===== src/include/tmu_settings.svh =====
/*
 * widths and register map of the blending tail.
 * included by the package and by every module that sizes a port or decodes an address.
 */
`ifndef TMU_SETTINGS_SVH
`define TMU_SETTINGS_SVH

// framebuffer word address, 1024 pixels.
`define TMU_FB_AW 10
// byte address on the register bus.
`define TMU_AXI_AW 16

// register map, byte offsets.
`define TMU_REG_CTRL 16'h0000
`define TMU_REG_ALPHA 16'h0004
`define TMU_REG_STATUS 16'h0008
`define TMU_REG_COUNT 16'h000c
// read-only pixel window, one word per 32-bit slot.
`define TMU_FB_BASE 16'h1000

`endif


===== src/verilog/tmu_pkg.sv =====
/*
 * shared types of the blending tail: stream payloads, AXI4-Lite channel bundles
 * and the enums of the control block. referenced by scoped names only.
 */
`default_nettype none
`include "tmu_settings.svh"

package tmu_pkg;

	// incoming textured fragment.
	typedef struct packed {
		logic [`TMU_FB_AW-1:0] addr;
		logic [15:0] color;
	} frag_t;

	// fragment paired with the pixel it lands on.
	typedef struct packed {
		logic [`TMU_FB_AW-1:0] addr;
		logic [15:0] tcol;
		logic [15:0] dcol;
	} pair_t;

	// blended pixel ready for write-back.
	typedef struct packed {
		logic [`TMU_FB_AW-1:0] addr;
		logic [15:0] color;
	} px_t;

	// master side, single beat only.
	typedef struct packed {
		logic awvalid;
		logic [`TMU_AXI_AW-1:0] awaddr;
		logic wvalid;
		logic [31:0] wdata;
		logic arvalid;
		logic [`TMU_AXI_AW-1:0] araddr;
		logic bready;
		logic rready;
	} axi_req_t;

	// slave side.
	typedef struct packed {
		logic awready;
		logic wready;
		logic bvalid;
		logic [1:0] bresp;
		logic arready;
		logic rvalid;
		logic [31:0] rdata;
		logic [1:0] rresp;
	} axi_rsp_t;

	typedef enum logic [2:0] {CTRL, ALPHA, STATUS, COUNT, FB, NONE} reg_sel_e;

	typedef enum logic [1:0] {IDLE, WRESP, RFB, RRESP} axi_st_e;

endpackage

`default_nettype wire


===== src/verilog/tmu_fetch.sv =====
/*
 * fetch stage. accepts fragments, reads the destination pixel from the
 * framebuffer and hands the texel and pixel on as one pair.
 */
`default_nettype none
`include "tmu_settings.svh"

module tmu_fetch (
	input wire sys_clk,
	input wire sys_rst,
	input wire enable_i,
	input wire frag_stb_i,
	output logic frag_ack_o,
	input tmu_pkg::frag_t frag_i,
	output logic [`TMU_FB_AW-1:0] rd_addr_o,
	input wire [15:0] rd_data_i,
	output logic pair_stb_o,
	input wire pair_ack_i,
	output tmu_pkg::pair_t pair_o,
	output logic busy_o
);

// stage 1 holds the accepted fragment and addresses the RAM.
tmu_pkg::frag_t frag_1;
logic valid_1;
// stage 2 sees the pixel on the RAM output.
tmu_pkg::frag_t frag_2;
logic valid_2;
logic adv;

// stage 2 free or draining.
assign adv = ~valid_2 | pair_ack_i;

// no input while disabled.
assign frag_ack_o = enable_i & (~valid_1 | adv);

// on a stall, re-read the waiting pixel so the RAM output holds.
assign rd_addr_o = adv ? frag_1.addr : frag_2.addr;

always_ff @(posedge sys_clk) begin
	if (sys_rst) begin
		valid_1 <= 1'b0;
		valid_2 <= 1'b0;
	end else begin
		if (adv)
			valid_2 <= valid_1;
		if (frag_ack_o)
			valid_1 <= frag_stb_i;
		else if (adv)
			valid_1 <= 1'b0;
	end
end

// payload registers.
always_ff @(posedge sys_clk) begin
	if (frag_ack_o && frag_stb_i)
		frag_1 <= frag_i;
	if (adv)
		frag_2 <= frag_1;
end

assign pair_stb_o = valid_2;
assign pair_o = {frag_2.addr, frag_2.color, rd_data_i};

assign busy_o = valid_1 | valid_2;

// waiting pair must not change under the consumer.
assert property (@(posedge sys_clk) disable iff (sys_rst)
	(pair_stb_o && !pair_ack_i) |=> $stable(pair_o));

endmodule

`default_nettype wire


===== config.mk =====
export PLATFORM = sky130hd
export DESIGN_NAME = tmu_fetch
export DESIGN_NICKNAME = d
export VERILOG_FILES = /design/src/verilog/tmu_pkg.sv /design/src/verilog/tmu_fetch.sv
export VERILOG_INCLUDE_DIRS = /design/src /design/src/include
export SDC_FILE = /design/constraint.sdc
export NUM_CORES = 1
export LEC_CHECK = 0
export BUFFER_PORTS_ARGS = -buffer_cell sky130_fd_sc_hd__buf_2
export CORE_AREA = 2 2 82 76
export CTS_CLUSTER_SIZE = 8
export DETAILED_ROUTE_END_ITERATION = 10
export DIE_AREA = 0 0 84 78
export MAX_ROUTING_LAYER = met4
export PLACE_DENSITY = 0.6
export SYNTH_ARGS = -nofsm -noshare
export SYNTH_HDL_FRONTEND = slang
export SYNTH_SLANG_ARGS = --single-unit
export TNS_END_PERCENT = 50

===== constraint.sdc =====
create_clock -name sys_clk -period 3.25 [get_ports sys_clk]
set_input_delay 0.1625 -clock sys_clk [delete_from_list [all_inputs] [get_ports sys_clk]]
set_output_delay 0.1625 -clock sys_clk [all_outputs]
set_load 0.01 [all_outputs]

==> results of run 1 <==
==> layer usage <==
layer	share of wire, %	GRT usage, %
met5	0	-
met4	4.9	7.26
met1	41	12.1
met3	13	5.53
met2	41	13.8
==> logic make-up after synthesis <==
logic type / count (synthesis)
DFF: 54
AOI/OAI and AO/OA: 2
buffers and inverters: 18
and+or+nand+nor: 6
muxes: 10
==> synthesized netlist by cell type <==
master	n	share of area [%]
dfxtp_1	2	2.1
or2_2	1	0.32
inv_1	1	0.19
mux2_4	8	6.2
nand2b_4	1	0.71
a21oi_1	2	0.52
nand2_1	1	0.19
nand3b_1	1	0.39
buf_6	1	0.58
nor2b_1	1	0.32
mux2_2	2	1.2
edfxtp_1	52	81
buf_4	16	6.2
and2_1	1	0.32
==> cells in the final DEF, fill, tap and decap left out <==
cell type,instances
clkinv_4,1
buf_4,1
and2_1,1
nand2_1,1
a21oi_1,2
inv_1,1
mux2_2,2
mux2_4,8
or2_2,1
dfxtp_1,2
clkinvlp_4,1
nor2b_2,1
clkbuf_8,5
buf_2,69
nand2b_4,1
dlygate4sd3_1,1
inv_6,1
edfxtp_1,52
nand3b_1,1
==> report_power, final <==
| part | switching (mW) | internal [mW] |
|---|---|---|
| sequential | 0.0111 | 0.796 |
| clock | 0.218 | 0.156 |
| combinational | 0.0408 | 0.0414 |
==> worst max-delay path by stage <==
stage | from | end | slack (ps) | cells after the start
finish | pair_stb_o$_SDFFE_PP0P_ | rd_addr_o[7] | 1450 | 3
global route | pair_stb_o$_SDFFE_PP0P_ | rd_addr_o[8] | 1330 | 3
CTS | pair_stb_o$_SDFFE_PP0P_ | rd_addr_o[7] | 1430 | 3
detailed placement | pair_stb_o$_SDFFE_PP0P_ | frag_1[2]$_DFFE_PP_ | 1660 | 3
global placement | pair_stb_o$_SDFFE_PP0P_ | frag_1[4]$_DFFE_PP_ | 1730 | 3
floorplan | pair_stb_o$_SDFFE_PP0P_ | frag_1[0]$_DFFE_PP_ | 1140 | 2
==> sequential cells by signal (all words and copies together) (netlist names) <==
name / cells
valid_1: 1
frag_1: 26
pair_stb_o: 1
pair_o: 26
==> through the flow <==
step / hold WS [ps] / setup WS (ps) / util [%]
after global placement: 325 / 1730 / 39.9
after detailed placement: 325 / 1660 / 39.9
final: 29.0 / 1450 / 41.7
after global routing: 4.90 / 1330 / 41.7
after floorplan: 232 / 1140 / -
after CTS: 7.29 / 1430 / 41.6
==> final cells by class <==
type / count / area (um2) / share of cell area, %
Multi-Input combinational cell: 18 / 199 / 8.47
Timing Repair Buffer: 71 / 363 / 15.5
Tap cell: 70 / 87.6 / 3.73
Clock buffer: 5 / 68.8 / 2.93
Sequential cell: 54 / 1600 / 68.2
Clock inverter: 3 / 25.0 / 1.07
Inverter: 1 / 3.75 / 0.160
==> worst max-delay path, delay by kind of cell (launching register included) <==
family                 cells  cell delay, ps
buffers and inverters      1             140
multiplexers               1             390
AND/OR/NAND/NOR            1             430
flip-flops                 1             370
==> flow_metrics.py, run 1 <==
metrics = {
    "detailed_routing": {
        "vias": 952,
        "viasPerCell": 4.29,
        "post-route-drc-count": 0,
        "wl_per_cell_um": 14.6,
        "detail_route.first_pass.iterations": 4,
        "dr.first_iter.drc_count": 60,
        "wl_mm": 3.24,
        "ant_nets": 0,
    },
    "clocking": {
        "cts_setup_buffers": 0,
        "clockRootBuffer": "clkbuf_8",
        "htree_levels": 2,
        "cts.sinks": 54,
        "clkTransAtPathRegs_ps": 100,
        "cts_buffer_depth": 2,
        "cts_resized": 0,
        "cts_made_buffers": 5,
        "holdBufCountCts": 0,
        "cts_tree": "built",
        "clk_latency_ps": 300,
    },
    "setup_path": {
        "worst-endpoint-required_ps": 3090,
        "rrSetupSlack_ps": 1660,
        "cp_cell_sequence": "nand2b_4 > mux2_2 > buf_2",
        "worstSetupPathType": "flip-flop to output port",
        "critPathSlowestCell": "nand2b_4",
        "worstReg2RegEnd": "frag_1[24]$_DFFE_PP_",
        "critPathMaxFanout": 37,
        "r2r-start": "pair_stb_o$_SDFFE_PP0P_",
        "crit_path_start_kind": "flip-flop",
        "crit_path_end_kind": "output port",
        "r2r_cells": 3,
        "worstPathArrival_ps": 1630,
        "slowest_delay_ps": 430,
    },
    "place": {
        "dp.cells": 213,
        "hpwl_mm": 2.39,
        "portBuffers": 69,
        "place_congestion": 0.755,
        "placed_area_um2": 2240,
    },
    "power_and_ir_drop": {
        "power.leakage_nw": 0.973,
        "power_mw": 1.26,
        "ir_worst_vdd_uv": 297,
        "p_per_area_nw_per_um2": 538,
    },
    "synth": {
        "syn-num-nets": 137,
        "synth_area_um2": 1930,
        "ys_types": 14,
        "synth_top_family_by_area": "multiplexers",
        "seq_area_frac_synth_pct": 82.8,
        "yosys.area_share.xor_xnor_pct": 0,
        "yosysWarnings": 0,
        "yosys_register_bits": 54,
        "postSynthCellCount": 90,
        "synth_compound_area_share_pct": 0.518,
        "synthAdderAreaFrac_pct": 0,
        "synth_simple_gate_area_share_pct": 2.27,
        "syn_area_per_cell_um2": 21.5,
        "synth.mux.area_fraction_pct": 7.38,
    },
    "cells_and_area": {
        "stdcell_count": 222,
        "diodes": 0,
        "area_delta_synth_final_pct": 21.5,
        "final_layout_size_suffix_gt1_share_pct": 59.9,
        "final_cell_area_um2": 2350,
        "fillers": 513,
        "fin_nets": 198,
    },
    "grt": {
        "grt_max_degree": 38,
        "grt-ovfl-total": 0,
        "grt_pass1_vias": 1032,
        "antenna_found_initial": 0,
        "grt_first_pass_wirelength_mm": 5.09,
        "grt_usage_pct": 10.4,
    },
    "sta": {
        "fin_skew_ps": 8.97,
        "final.setup.tns_ps": 0,
        "slew_headroom_pct": 64.1,
        "min_period_ps": 1800,
        "setup_violations": 0,
        "finalHoldViolations": 0,
        "post-route-period-util_pct": 55.3,
        "drv_slew": 0,
        "tightest_slew_ps": 538,
        "rsz0062_at_grt": "no",
        "fmax_mhz": 557,
    },
    "worst_hold_path": {
        "hold_class": "input port to flip-flop",
        "hold_path_depth": 1,
        "hold_path_end": "frag_1[5]$_DFFE_PP_",
        "hp-start": "frag_i[5]",
    },
    "status": {
        "outcome": "finished, final reports clean",
    },
    "die": {
        "rows": 26,
        "io_pins": 102,
        "die_w_um": 84,
        "start_util_pct": 34.3,
        "die_h_um": 78,
        "design.core.area_um2": 5630,
        "dieArea_um2": 6550,
    },
    "job": {
        "cap_viol_max_count": 0,
    },
}
Power figures use the tool's default switching activity.
==> inputs of run 2 (changes only) <==
- clock period: 3.25 -> 1.75 ns (I/O delays scaled with it)
==> run 2 against run 1 <==
  * Global-route usage rose by 0.89 points
  * Sequential power is 86% higher
  * Total power grew 100%
  * Clock power rose by 120%
  * Routed wire length is 11% higher
  * Setup slack got worse by 1400 ps
  * Sequential cell count did not move
  * Via count up 12%
  * Non-clock buffer count rose by 28
  * Largest power group unchanged
  * Highest routed layer unchanged
==> flow_metrics.py, run 2 (synthesis gave the netlist of run 1 again) <==
metrics = {
    "sta": {
        "min_period_ps": 1650,
        "post-route-period-util_pct": 94.4,
        "drv_slew": 0,
        "final.setup.tns_ps": 0,
        "fmax_mhz": 605,
        "finalHoldViolations": 0,
        "rsz0062_at_grt": "no",
        "fin_skew_ps": 9.24,
        "setup_violations": 0,
        "tightest_slew_ps": 424,
        "slew_headroom_pct": 71.7,
        "setup_slack_ps": 97.4,
    },
    "detailed_routing": {
        "viasPerCell": 4.26,
        "wl_per_cell_um": 14.4,
        "ant_nets": 0,
        "post-route-drc-count": 0,
        "dr.first_iter.drc_count": 15,
        "detail_route.first_pass.iterations": 3,
        "wl_mm": 3.60,
        "vias": 1065,
    },
    "grt": {
        "grt_first_pass_wirelength_mm": 5.54,
        "grt_pass1_vias": 1160,
        "antenna_found_initial": 0,
        "grt_max_degree": 29,
        "grt_usage_pct": 11.3,
        "grt-ovfl-total": 0,
    },
    "setup_path": {
        "r2r-start": "pair_stb_o$_SDFFE_PP0P_",
        "rrSetupSlack_ps": 460,
        "crit_path_start_kind": "flip-flop",
        "crit_path_end_kind": "output port",
        "critPathSlowestCell": "mux2_2",
        "worstPathArrival_ps": 1570,
        "r2r_cells": 2,
        "worstSetupPathType": "flip-flop to output port",
        "cp_cell_sequence": "nand2b_4 > mux2_2 > buf_2",
        "slowest_delay_ps": 390,
        "cp_top_family": "multiplexers",
        "worstReg2RegEnd": "pair_o[19]$_DFFE_PP_",
        "critPathMaxFanout": 28,
        "path_buf_inv": 1,
        "worst-endpoint-required_ps": 1660,
    },
    "worst_hold_path": {
        "hp-start": "frag_stb_i",
        "hold_path_depth": 3,
        "hold_path_end": "valid_1$_SDFFE_PP0P_",
        "hold_class": "input port to flip-flop",
    },
    "place": {
        "pre_cts_ws_ps": 414,
        "hpwl_mm": 2.50,
        "place_congestion": 0.691,
        "portBuffers": 69,
        "placed_area_um2": 2260,
        "dp.cells": 215,
    },
    "die": {
        "start_util_pct": 34.3,
        "rows": 26,
        "io_pins": 102,
        "die_h_um": 78,
        "dieArea_um2": 6550,
        "design.core.area_um2": 5630,
        "die_w_um": 84,
    },
    "cells_and_area": {
        "stdcell_count": 250,
        "final_cell_area_um2": 2650,
        "layout.cells.most_common_list": "69 x buf_2, 52 x edfxtp_1, 27 x dlygate4sd3_1, 8 x mux2_4, 5 x clkbuf_8",
        "final_layout_size_suffix_gt1_share_pct": 51.7,
        "area_delta_synth_final_pct": 37.0,
        "mostFrequentLayoutCell": "buf_2",
        "multiInputGateArea_um2": 199,
        "fin_nets": 226,
        "seq_area_um2": 1600,
        "diodes": 0,
        "fillers": 483,
    },
    "power_and_ir_drop": {
        "p_per_area_nw_per_um2": 959,
        "ir_worst_vdd_uv": 529,
        "power.leakage_nw": 1.10,
    },
    "status": {
        "outcome": "finished, final reports clean",
    },
    "clocking": {
        "cts_made_buffers": 5,
        "cts_tree": "built",
        "cts.sinks": 54,
        "htree_levels": 2,
        "cts_buffer_depth": 2,
        "cts_resized": 0,
        "clk_latency_ps": 300,
        "clkTransAtPathRegs_ps": 100,
        "clockRootBuffer": "clkbuf_8",
    },
    "job": {
        "cap_viol_max_count": 0,
    },
}
==> run 2: cell type report <==
cell class                 count  area share (%)
timing repair buffer          99            24.1
clock buffer                   5            2.60
inverter                       1           0.142
sequential                    54            60.5
tap                           70            3.31
clock inverter                 3            1.84
multi-input combinational     18            7.51
==> run 2: tightest hold or removal path: cells and delay by family <==
kind	cells	cell delay, ps
simple gates	1	90
buf+inv	1	100
compound gates	1	80
==> run 2: worst max-delay path by stage <==
stage | from | endpoint | slack, ps | depth (start not counted)
6_report | pair_stb_o$_SDFFE_PP0P_ | rd_addr_o[7] | 100 | 3
5_1_grt | pair_stb_o$_SDFFE_PP0P_ | rd_addr_o[8] | 9 | 3
4_1_cts | pair_stb_o$_SDFFE_PP0P_ | rd_addr_o[7] | 70 | 3
3_5_place_dp | pair_stb_o$_SDFFE_PP0P_ | rd_addr_o[7] | 410 | 3
3_3_place_gp | pair_stb_o$_SDFFE_PP0P_ | rd_addr_o[7] | 470 | 3
2_1_floorplan | pair_stb_o$_SDFFE_PP0P_ | frag_1[0]$_DFFE_PP_ | 120 | 2
==> run 2: per-layer routing <==
layer	up-vias	wire length, um	global-route usage (%)
met5	-	0	-
met4	0	30	3.39
met3	5	401	5.21
met2	72	1830	19.4
met1	494	1340	11.7
li1	494	-	-
==> run 2: through the flow <==
step | util (%) | total power [mW] | hold slack [ps]
floorplan | - | 1.63 | 157
global placement | 40.2 | 1.68 | 175
detailed placement | 40.2 | 1.69 | 175
CTS | 47.0 | 2.57 | 79.1
global route | 47.0 | 2.64 | 83.3
finish | 47.0 | 2.54 | 85.1
==> run 2: repair_timing <==
item / in CTS / in global routing
hold buffers: 27 / 0
endpoints found under the setup margin: 0 / 0
endpoints found under the hold margin: 28 / 0
buffers inserted: 0 / 0
==> run 2: report_power, final <==
part	leakage [nW]	switching, mW	internal [mW]	total (mW)
Clock	0.0563	0.402	0.436	0.838
Combinational	0.512	0.0850	0.117	0.202
Sequential	0.534	0.0215	1.48	1.50
