`config.mk`:
```
export PLATFORM = sky130hd
export DESIGN_NAME = tmu_alpha
export DESIGN_NICKNAME = d
export VERILOG_FILES = /design/src/verilog/tmu_pkg.sv /design/src/verilog/tmu_alpha.sv
export VERILOG_INCLUDE_DIRS = /design/src /design/src/include
export SDC_FILE = /design/constraint.sdc
export NUM_CORES = 1
export LEC_CHECK = 0
export BUFFER_PORTS_ARGS = -buffer_cell sky130_fd_sc_hd__buf_2
export CAP_MARGIN = 10
export CORE_MARGIN = 4
export CORE_UTILIZATION = 35
export CTS_CLUSTER_SIZE = 25
export DETAILED_ROUTE_END_ITERATION = 7
export SETUP_SLACK_MARGIN = 0.4
export SLEW_MARGIN = 20
export SYNTH_ARGS = -nofsm -noshare
export SYNTH_HDL_FRONTEND = slang
export SYNTH_SLANG_ARGS = --single-unit
```
`constraint.sdc`:
```
create_clock -name sys_clk -period 13.97 [get_ports sys_clk]
set_input_delay 2.0955 -clock sys_clk [delete_from_list [all_inputs] [get_ports sys_clk]]
set_output_delay 2.0955 -clock sys_clk [all_outputs]
set_load 0.005 [all_outputs]
```
`src/include/tmu_settings.svh`:
```
/*
 * widths and register map of the blending tail.
 * included by the package and by every module that sizes a port or decodes an address.
 */
`ifndef TMU_SETTINGS_SVH
`define TMU_SETTINGS_SVH

// framebuffer word address, 1024 pixels.
`define TMU_FB_AW 10
// byte address on the register bus.
`define TMU_AXI_AW 16

// register map, byte offsets.
`define TMU_REG_CTRL 16'h0000
`define TMU_REG_ALPHA 16'h0004
`define TMU_REG_STATUS 16'h0008
`define TMU_REG_COUNT 16'h000c
// read-only pixel window, one word per 32-bit slot.
`define TMU_FB_BASE 16'h1000

`endif

```
`src/verilog/tmu_pkg.sv`:
```
/*
 * shared types of the blending tail: stream payloads, AXI4-Lite channel bundles
 * and the enums of the control block. referenced by scoped names only.
 */
`default_nettype none
`include "tmu_settings.svh"

package tmu_pkg;

	// incoming textured fragment.
	typedef struct packed {
		logic [`TMU_FB_AW-1:0] addr;
		logic [15:0] color;
	} frag_t;

	// fragment paired with the pixel it lands on.
	typedef struct packed {
		logic [`TMU_FB_AW-1:0] addr;
		logic [15:0] tcol;
		logic [15:0] dcol;
	} pair_t;

	// blended pixel ready for write-back.
	typedef struct packed {
		logic [`TMU_FB_AW-1:0] addr;
		logic [15:0] color;
	} px_t;

	// master side, single beat only.
	typedef struct packed {
		logic awvalid;
		logic [`TMU_AXI_AW-1:0] awaddr;
		logic wvalid;
		logic [31:0] wdata;
		logic arvalid;
		logic [`TMU_AXI_AW-1:0] araddr;
		logic bready;
		logic rready;
	} axi_req_t;

	// slave side.
	typedef struct packed {
		logic awready;
		logic wready;
		logic bvalid;
		logic [1:0] bresp;
		logic arready;
		logic rvalid;
		logic [31:0] rdata;
		logic [1:0] rresp;
	} axi_rsp_t;

	typedef enum logic [2:0] {CTRL, ALPHA, STATUS, COUNT, FB, NONE} reg_sel_e;

	typedef enum logic [1:0] {IDLE, WRESP, RFB, RRESP} axi_st_e;

endpackage

`default_nettype wire

```
`src/verilog/tmu_alpha.sv`:
```
/*
 * four-stage alpha blender for RGB565 pixels.
 * per channel ((alpha+1)*texel + (63-alpha)*dest) / 64, rounded half to even.
 * whole pipe stalls when the last stage is full and not acked.
 */
`default_nettype none
`include "tmu_settings.svh"

module tmu_alpha (
	input wire sys_clk,
	input wire sys_rst,
	input wire [5:0] alpha_i,
	input wire pair_stb_i,
	output logic pair_ack_o,
	input tmu_pkg::pair_t pair_i,
	output logic px_stb_o,
	input wire px_ack_i,
	output tmu_pkg::px_t px_o,
	output logic busy_o
);

logic en;
logic [3:0] valid;
logic [6:0] wt_src;
logic [5:0] wt_dst;
logic [`TMU_FB_AW-1:0] addr_1;
logic [`TMU_FB_AW-1:0] addr_2;
logic [`TMU_FB_AW-1:0] addr_3;
logic [`TMU_FB_AW-1:0] addr_4;
// stage 1 weighted channels.
logic [10:0] r_s;
logic [11:0] g_s;
logic [10:0] b_s;
logic [10:0] r_d;
logic [11:0] g_d;
logic [10:0] b_d;
// stage 2 sums.
logic [10:0] r_sum;
logic [11:0] g_sum;
logic [10:0] b_sum;
// stage 3 quotient and round-up bit.
logic [4:0] r_q;
logic [5:0] g_q;
logic [4:0] b_q;
logic r_up;
logic g_up;
logic b_up;
// stage 4 result.
logic [4:0] r_4;
logic [5:0] g_4;
logic [4:0] b_4;

// weights add up to 64.
assign wt_src = {1'b0, alpha_i} + 7'd1;
assign wt_dst = 6'd63 - alpha_i;

always_ff @(posedge sys_clk) begin
	if (sys_rst)
		valid <= 4'd0;
	else if (en)
		valid <= {valid[2:0], pair_stb_i};
end

always_ff @(posedge sys_clk) begin
	if (en) begin
		addr_1 <= pair_i.addr;
		addr_2 <= addr_1;
		addr_3 <= addr_2;
		addr_4 <= addr_3;

		r_s <= wt_src * pair_i.tcol[15:11];
		g_s <= wt_src * pair_i.tcol[10:5];
		b_s <= wt_src * pair_i.tcol[4:0];
		r_d <= wt_dst * pair_i.dcol[15:11];
		g_d <= wt_dst * pair_i.dcol[10:5];
		b_d <= wt_dst * pair_i.dcol[4:0];

		r_sum <= r_s + r_d;
		g_sum <= g_s + g_d;
		b_sum <= b_s + b_d;

		// up if remainder above half, or exactly half with an odd quotient.
		r_q <= r_sum[10:6];
		g_q <= g_sum[11:6];
		b_q <= b_sum[10:6];
		r_up <= r_sum[5] & ((|r_sum[4:0]) | r_sum[6]);
		g_up <= g_sum[5] & ((|g_sum[4:0]) | g_sum[6]);
		b_up <= b_sum[5] & ((|b_sum[4:0]) | b_sum[6]);

		// sum never exceeds 64*max, so no carry out.
		r_4 <= r_q + {4'd0, r_up};
		g_4 <= g_q + {5'd0, g_up};
		b_4 <= b_q + {4'd0, b_up};
	end
end

assign en = ~valid[3] | px_ack_i;
assign pair_ack_o = en;

assign px_stb_o = valid[3];
assign px_o = {addr_4, r_4, g_4, b_4};

assign busy_o = |valid;

// an offered pixel is never withdrawn.
assert property (@(posedge sys_clk) disable iff (sys_rst)
	(px_stb_o && !px_ack_i) |=> px_stb_o);

endmodule

`default_nettype wire

```
==> impl_metrics.toml, run 1 <==
[final_layout]
final_common_cell = "edfxtp_1"
drive_above_1_share = 0.112
final_cell_mix = "edfxtp_1, ha_1, inv_1"
area.growth.synth_to_final_pct = 12.2
fillers = 3698
multi_input_area_um2 = 7370
fin_nets = 1522
regArea_um2 = 5400
post-route-util = 0.398
antennaDiodeCount = 0

[worst_setup_path]
criticalPathCategory = "primary input to flip-flop"
crit_buf_inv = 4
cp_num_cells = 17
cpMostUsedCell = "fa_1"
critPathArrivalTime_ns = 6.61
cp_max_fo = 35
endpoint_kind = "flip-flop"
cp_slowest_cell = "buf_2"
start_kind = "primary input"
critPathRequiredTime_ns = 14.15
worst_r2r_path_depth = 3
critPathTopFamily = "adder cells"
max_stage_delay_ns = 0.54
path_cells = "buf_2 > ha_1 > nand3_1 > xor2_1 > buf_4 > and2b_2 > fa_1 > inv_1 > fa_1 > fa_1 > inv_1 > ha_1 > nor2b_1 > o2111ai_1 > nand3_1 > o41ai_1 > xnor2_1"

[drt]
routed_wl_um = 24400
wl_per_cell_um = 13.9
viasPerCell = 4.60
drc = 0
dr.pass1.iters = 5
vias = 8049
drt_iter0_drc = 276
antenna_left = 0

[power]
p_per_area_nw_per_um2 = 161
leakagePower_nw = 6.68
power_switching_uw = 852
ir_drop_mv = 0.0764
power_frac_clock = 0.201
comb_power_share = 0.411
swShare = 0.352
power_mw = 2.42
internal-power_mw = 1.57
p_seq_frac = 0.388

[floorplanning]
core_um2 = 37700
dieArea_um2 = 41400
die_h_um = 203
num_io_pins = 81
start_util = 0.355
rows = 71
die_w_um = 203

[timing]
period_needed_ns = 6.43
whs_ns = 0.417
timing.fmax_ghz = 0.156
finalSetupViolCount = 0
max_slew_margin = 0.469
rsz0062_at_grt = "no"
clock_skew_ns = 0.0100
finalMaxSlewViolations = 0
worst_pin_slew_ns = 0.797
final_hold_viol_count = 0
fin_crit_sh = 0.460
tns_ns = 0

[clocking]
cts_root_buf = "clkbuf_16"
cts_hold_buf = 0
numCtsBuffers = 17
cts.clk_slew.worst_paths_ns = 0.08
clock-sinks = 181
cts_max_level = 4
clockBufferDepth = 2
ctsResizeCount = 0
cts_setup_buffers = 0
clk_latency_ns = 0.43
cts_tree = "built"

[place]
gp_congestion = 0.805
dp_hpwl_um = 18700
io_buffers = 80

[min_path]
min-delay-path-class = "flip-flop to flip-flop"
whs_path_depth = 0

[synthesis]
syn_nets = 1435
synth-xor-area-share = 0.0623
ys_seq_area_frac = 0.404
ys_ff_latch = 181
synth_warnings = 0
async_reset_ff_frac = 0
syn_avg_cell_area_um2 = 11.8
synth-compound-area-share = 0.0601
synth_fa_ha_area_frac = 0.282
yosys.area_share.simple = 0.143
syn_inst = 1137
muxShareOfSynthArea = 0.00300
synth_ff_type = "edfxtp_1"
synth_edf_count = 177
ys_types = 50
synth_top_family_by_area = "adder cells"
syn_area_um2 = 13400

[global_route]
grt_overflow = 0
grt_pass1_vias = 8348
antenna_found_initial = 2
gr-usage-all-layers = 0.123
grt_max_degree = 63
grt_pass1_wl_um = 41400

[job]
drv_cap = 0

[outcome]
status = "finished clean"
[flip-flops by register name (all words and copies together), names as in the netlist, 6 cells and up]
name	flops
g_d	12
g_s	12
g_sum	12
b_d	11
b_s	11
b_sum	11
r_d	11
r_s	11
r_sum	11
addr_1	10
addr_2	10
addr_3	10
addr_4	10
g_4	6
g_q	6
[layout make-up]
class	instances	share of cell area
Sequential cell	181	0.360
Timing Repair Buffer	86	0.0297
Multi-Input combinational cell	798	0.491
Inverter	140	0.0350
Tap cell	511	0.0426
Clock buffer	17	0.0284
Clock inverter	15	0.0131
[metal layers]
layer  vias to the layer above  wire, um  share of wire  global-route usage
met5                         -        27         0.0011                   0
met4                         4       309          0.013              0.0328
met3                        22       694          0.028              0.0188
met2                       101     11500           0.47               0.203
met1                      3891     11800           0.49               0.171
li1                       4031         -              -                   -
[power groups by stage]
stage               clock network [mW]  registers [mW]  logic [mW]
CTS                              0.502           0.943        1.01
floorplan                            0           0.927       0.778
detailed placement                   0           0.955        1.00
global placement                     0           0.950       0.978
global route                     0.522           0.958        1.15
finish                           0.485           0.939       0.995
[through the flow]
stage	worst slack, ns	instance area (um2)	cells
after detailed placement	6.70	14400	1716
after CTS	7.18	15000	1748
after global placement	6.89	14400	1716
after floorplan	4.70	13400	1137
final	7.54	15000	1748
after global routing	7.15	15000	1748
[logic make-up (layout without fill, tap and decap cells)]
logic type,count (synthesis),count (layout)
AND/OR/NAND/NOR,337,337
adder cells (fa/ha/maj),246,246
flip-flops,181,181
buffers and inverters,158,258
AO/OA/AOI/OAI,116,116
XOR/XNOR,95,95
multiplexers,4,4
[cell usage after synthesis, types with 2 or more instances]
cell type | number | area, um2
nand3_1 | 38 | 190
ha_1 | 154 | 1930
nor2_1 | 37 | 139
o21ai_0 | 15 | 75.1
o211ai_1 | 13 | 97.6
o21bai_1 | 15 | 113
nand2_1 | 32 | 120
a21oi_1 | 30 | 150
o31a_1 | 4 | 35.0
and2b_1 | 3 | 22.5
and2_1 | 50 | 313
nor3_1 | 9 | 45.0
or4_1 | 4 | 30.0
nand2b_1 | 47 | 294
and2b_2 | 8 | 70.1
edfxtp_1 | 177 | 5320
a31oi_1 | 5 | 31.3
o21a_1 | 5 | 37.5
xor2_1 | 33 | 289
a211oi_1 | 4 | 30.0
fa_1 | 92 | 1840
a21oi_2 | 2 | 17.5
mux2i_1 | 4 | 40.0
o41ai_1 | 3 | 26.3
and3_1 | 10 | 62.6
buf_4 | 3 | 22.5
nor2b_1 | 94 | 588
inv_1 | 140 | 526
o2111ai_1 | 3 | 26.3
xnor2_1 | 62 | 543
a21o_1 | 7 | 52.6
dfxtp_1 | 4 | 80.1
clkbuf_1 | 13 | 48.8
[path summary, 6_finish.rpt]
| kind | endpoint | start | slack (ns) |
|---|---|---|---|
| max | g_s[11]$_DFFE_PP_ | alpha_i[0] | 7.54 |
| min reg2reg | b_q[1]$_DFFE_PP_ | b_sum[7]$_DFFE_PP_ | 0.42 |
| min | b_q[1]$_DFFE_PP_ | b_sum[7]$_DFFE_PP_ | 0.42 |
| max reg2reg | b_s[0]$_DFFE_PP_ | valid[3]$_SDFFE_PP0P_ | 11.69 |
No activity file was read; power rests on OpenSTA's default activity.
==> run 2, diff against run 1 <==
- clock period: 13.97 -> 6.2 ns (I/O delays scaled with it)
==> run 2 against run 1 <==
- clock skew is essentially flat
- die area did not move
- via count rose by 1.1%
- global-route usage grew 0.15 points
- routed wire length shrank 0.16%
- sequential power grew 120%
- worst hold slack gained 0.0037 ns
- sequential share of layout area decreased by 0.075 points
- first-iteration DRC count up 43%
- combinational power grew 120%
- non-clock buffer count rose by 7
- critical path type unchanged
==> impl_metrics.toml, run 2 (synthesis gave the netlist of run 1 again) <==
[worst_setup_path]
cpMostUsedCell = "fa_1"
endpoint_kind = "flip-flop"
path_cells = "buf_2 > nand3_1 > xnor2_1 > buf_4 > and2_1 > fa_1 > fa_1 > inv_1 > fa_1 > inv_1 > ha_1 > nand3_1 > o211ai_1 > o41ai_1 > xnor2_1"
cp_max_fo = 20
cp_slowest_cell = "fa_1"
max_stage_delay_ns = 0.55
critPathRequiredTime_ns = 6.36
criticalPathCategory = "primary input to flip-flop"
critPathArrivalTime_ns = 4.94
start_kind = "primary input"

[timing]
timing.fmax_ghz = 0.209
finalMaxSlewViolations = 0
final_hold_viol_count = 0
worst_pin_slew_ns = 0.809
fin_ws_ns = 1.43
rsz0062_at_grt = "no"
max_slew_margin = 0.460
whs_ns = 0.420
clock_skew_ns = 0.0102
fin_crit_sh = 0.770
period_needed_ns = 4.77
tns_ns = 0
finalSetupViolCount = 0

[final_layout]
fillers = 3702
top_regs = "g_d: 12 flops, g_s: 12 flops, g_sum: 12 flops"
final_cell_mix = "edfxtp_1, ha_1, inv_1"
area.growth.synth_to_final_pct = 12.5
post-route-util = 0.399
drive_above_1_share = 0.116
multi_input_area_um2 = 7360
regArea_um2 = 5400
final_common_cell = "edfxtp_1"
fin_nets = 1529

[place]
gp_congestion = 0.810
io_buffers = 80
dp_hpwl_um = 19100
pre_cts_ws_ns = 0.943

[global_route]
grt_pass1_wl_um = 41800
gr-usage-all-layers = 0.125
grt_pass1_vias = 8389
grt_overflow = 0
antenna_found_initial = 3
grt_max_degree = 67

[floorplanning]
start_util = 0.355
rows = 71
core_um2 = 37700
dieArea_um2 = 41400
die_h_um = 203
num_io_pins = 81
die_w_um = 203

[drt]
drt_iter0_drc = 396
routed_wl_um = 24300
wl_per_cell_um = 13.8
viasPerCell = 4.63
antenna_left = 0
dr.pass1.iters = 5
drc = 0
vias = 8139

[clocking]
cts_setup_buffers = 0
ctsResizeCount = 0
numCtsBuffers = 17
cts_root_buf = "clkbuf_16"
cts_max_level = 4
cts_tree = "built"
cts.clk_slew.worst_paths_ns = 0.07
clock-sinks = 181
clockBufferDepth = 2
clk_latency_ns = 0.43
cts_hold_buf = 0

[power]
p_per_area_nw_per_um2 = 360
leakagePower_nw = 6.70
ir_drop_mv = 0.152

[outcome]
status = "finished clean"

[min_path]
min-delay-path-class = "flip-flop to flip-flop"

[job]
drv_cap = 0
## run 2: cell types whose count changed in the layout (fill, tap and decap cells not counted), sizes merged
cell,delta
diode,+3
inv,+2
buf,+7
clkinv,-2
## run 2: worst paths after layout
kind                                          start                   to  slack [ns]  depth (start not counted)
worst max register to register     g_s[0]$_DFFE_PP_  g_sum[10]$_DFFE_PP_        4.00                          8
worst min-delay path            addr_3[5]$_DFFE_PP_  addr_4[5]$_DFFE_PP_        0.42                          0
worst max-delay path                     alpha_i[2]    r_s[10]$_DFFE_PP_        1.43                         15
worst min register to register  addr_3[5]$_DFFE_PP_  addr_4[5]$_DFFE_PP_        0.42                          0
## run 2: power breakdown
group	leakage, nW	switching (mW)	internal [mW]	total [mW]
logic	4.47	1.20	1.03	2.23
registers	1.94	0.158	1.96	2.11
clock network	0.294	0.518	0.547	1.06
total	6.70	1.88	3.53	5.41
## run 2: routing by layer
metal	routed length (um)	vias up	global-route usage
met1	11600	3963	0.168
met5	0	-	0
met4	388	0	0.0383
li1	-	4049	-
met3	738	23	0.0191
met2	11500	104	0.208
## run 2: critical path, delay by kind of cell
kind                       cells  cell delay (ns)
AOI/OAI and AO/OA              2             0.43
adders and majority gates      4             1.88
buffers and inverters          4             0.71
and+or+nand+nor                3             0.43
xor gates and xnor gates       2             0.55
## run 2: layout make-up
cell class,count,share of cell area
Timing Repair Buffer,93,0.0331
Multi-Input combinational cell,798,0.490
Antenna cell,3,0.000500
Clock buffer,17,0.0283
Sequential cell,181,0.359
Tap cell,511,0.0425
Clock inverter,15,0.0117
Inverter,140,0.0350
## run 2: stage by stage
stage / power (mW) / std cells / area (um2)
3_5_place_dp: 4.38 / 1723 / 14400
2_1_floorplan: 3.84 / 1137 / 13400
3_3_place_gp: 4.34 / 1723 / 14400
4_1_cts: 5.49 / 1755 / 15000
6_report: 5.41 / 1758 / 15000
5_1_grt: 5.90 / 1758 / 15000
==> run 3, diff against run 2 <==
- clock period: 6.2 -> 4.5 ns (I/O delays scaled with it)
==> run 3 against run 2 <==
- first-iteration DRC count decreased by 8.3%
- final cell count increased by 1.1%
- largest power group unchanged
- setup slack got worse by 0.89 ns
- die area unchanged
- sequential share of layout area decreased by 1.0 points
- largest cell class unchanged
- non-clock buffer count increased by 19
- clock power increased by 46%
- core utilization increased by 1.2 points
- final area increased by 2.9%
- worst hold slack got worse by 0.015 ns
==> impl_metrics.toml, run 3 (synthesis gave the netlist of run 1 again) <==
[worst_setup_path]
criticalPathCategory = "primary input to flip-flop"
max_stage_delay_ns = 0.51
critPathRequiredTime_ns = 4.70
critPathTopFamily = "adder cells"
critPathArrivalTime_ns = 4.15
worst_r2r_path_depth = 8
cp_max_fo = 6
path_cells = "buf_4 > ha_4 > nand3_4 > xor2_4 > and2b_2 > fa_1 > inv_1 > fa_1 > fa_1 > inv_2 > ha_4 > buf_4 > nand3_2 > o211ai_1 > o21ai_1 > a21oi_1 > xor2_1"
start_kind = "primary input"
cp_slowest_cell = "fa_1"
crit_end = "g_s[10]$_DFFE_PP_"
r2r_start = "g_s[0]$_DFFE_PP_"
crit_start = "alpha_i[0]"
cp_num_cells = 17
cpMostUsedCell = "fa_1"
crit_buf_inv = 4
endpoint_kind = "flip-flop"
rr_endpoint = "g_sum[10]$_DFFE_PP_"
reg2reg_slack_ns = 2.29

[drt]
antenna_left = 0
drt_iter0_drc = 363
dr.pass1.iters = 4
routed_wl_um = 24300
vias = 8208
wl_per_cell_um = 13.7
drc = 0
viasPerCell = 4.62

[timing]
max_slew_margin = 0.373
fin_crit_sh = 0.880
whs_ns = 0.405
tns_ns = 0
worst_pin_slew_ns = 0.941
rsz0062_at_grt = "yes"
fin_ws_ns = 0.540
period_needed_ns = 3.96
finalMaxSlewViolations = 0
finalSetupViolCount = 0
final_hold_viol_count = 0
clock_skew_ns = 0.00979
timing.fmax_ghz = 0.253

[final_layout]
multi_input_area_um2 = 7600
final_common_cell = "edfxtp_1"
final_cell_mix = "edfxtp_1, ha_1, inv_1"
final_area_um2 = 15500
area.growth.synth_to_final_pct = 15.8
fillers = 3632
fin_cells = 1777
regArea_um2 = 5400
fin_nets = 1549
drive_above_1_share = 0.150
top_regs = "g_d: 12 flops, g_s: 12 flops, g_sum: 12 flops"

[clocking]
cts.clk_slew.worst_paths_ns = 0.08
clk_latency_ns = 0.44
numCtsBuffers = 17
clock-sinks = 181
cts_root_buf = "clkbuf_16"
clockBufferDepth = 2
cts_max_level = 4
cts_tree = "built"

[min_path]
min_from = "pair_i[37]"
min-delay-path-class = "primary input to flip-flop"

[global_route]
grt_pass1_wl_um = 41700
gr-usage-all-layers = 0.123
globalRouteMet3Util = 0.0221
grtUsageMet1 = 0.169
grt_max_degree = 95
grt_pass1_vias = 8423
met2_usage = 0.202
antenna_found_initial = 5
grt_overflow = 0
top_usage_layer = "met2"

[job]
drv_cap = 0

[floorplanning]
die_w_um = 203
num_io_pins = 81
dieArea_um2 = 41400
rows = 71
core_um2 = 37700
die_h_um = 203
start_util = 0.355

[place]
place_inst = 1740
io_buffers = 80
dpl_cell_area_um2 = 14700
gp_congestion = 0.793
pre_cts_ws_ns = -0.109
dp_hpwl_um = 19000

[power]
p_per_area_nw_per_um2 = 498
leakagePower_nw = 6.88
ir_drop_mv = 0.320

[outcome]
status = "finished clean"
## run 3: cell types whose count changed in the layout (fill, tap and decap cells not counted), moves of 3 or more
cell and delta:
nand3_2 +3, ha_1 -7, buf_4 +17, inv_1 -3, ha_4 +7, inv_2 +3
clkinv_8 +3, nand3_1 -4
## run 3: what timing repair did
action | 4_1_cts | 5_1_grt
buffers inserted | 0 | 2
hold buffers | 0 | 0
endpoints found under the setup margin | 2 | 11
pin swaps | 0 | 18
gates resized for setup | 1 | 17
cloned | 0 | 1
## run 3: area by class of cell
| type | instances | area share |
|---|---|---|
| Multi-Input combinational cell | 799 | 0.491 |
| Sequential cell | 181 | 0.349 |
| Timing Repair Buffer | 112 | 0.0436 |
| Tap cell | 511 | 0.0413 |
| Inverter | 140 | 0.0340 |
| Clock buffer | 17 | 0.0275 |
| Clock inverter | 15 | 0.0137 |
| Antenna cell | 2 | 0.000323 |
## run 3: routing by layer
| layer | up-vias | wire length [um] | part of all wire |
|---|---|---|---|
| li1 | 4091 | - | - |
| met1 | 3973 | 11700 | 0.48 |
| met2 | 112 | 11500 | 0.47 |
| met3 | 28 | 785 | 0.032 |
| met4 | 4 | 358 | 0.015 |
| met5 | - | 15 | 0.00062 |
## run 3: per-stage QoR
stage / util / total power [mW]
2_1_floorplan: - / 5.36
3_3_place_gp: 0.391 / 6.10
3_5_place_dp: 0.391 / 6.17
4_1_cts: 0.408 / 7.77
5_1_grt: 0.411 / 8.38
6_report: 0.411 / 7.71
## run 3: power by group
group / switching, mW / internal, mW / total [mW]
clock network: 0.775 / 0.774 / 1.55
logic: 1.72 / 1.54 / 3.25
registers: 0.216 / 2.69 / 2.91
## run 3: worst min-delay path by stage
stage                          end  cells past startpoint
6_report       addr_1[5]$_DFFE_PP_                      1
3_3_place_gp      g_q[4]$_DFFE_PP_                      0
4_1_cts        addr_1[6]$_DFFE_PP_                      1
3_5_place_dp      b_q[1]$_DFFE_PP_                      0
2_1_floorplan  addr_2[0]$_DFFE_PP_                      0
5_1_grt        addr_1[9]$_DFFE_PP_                      1
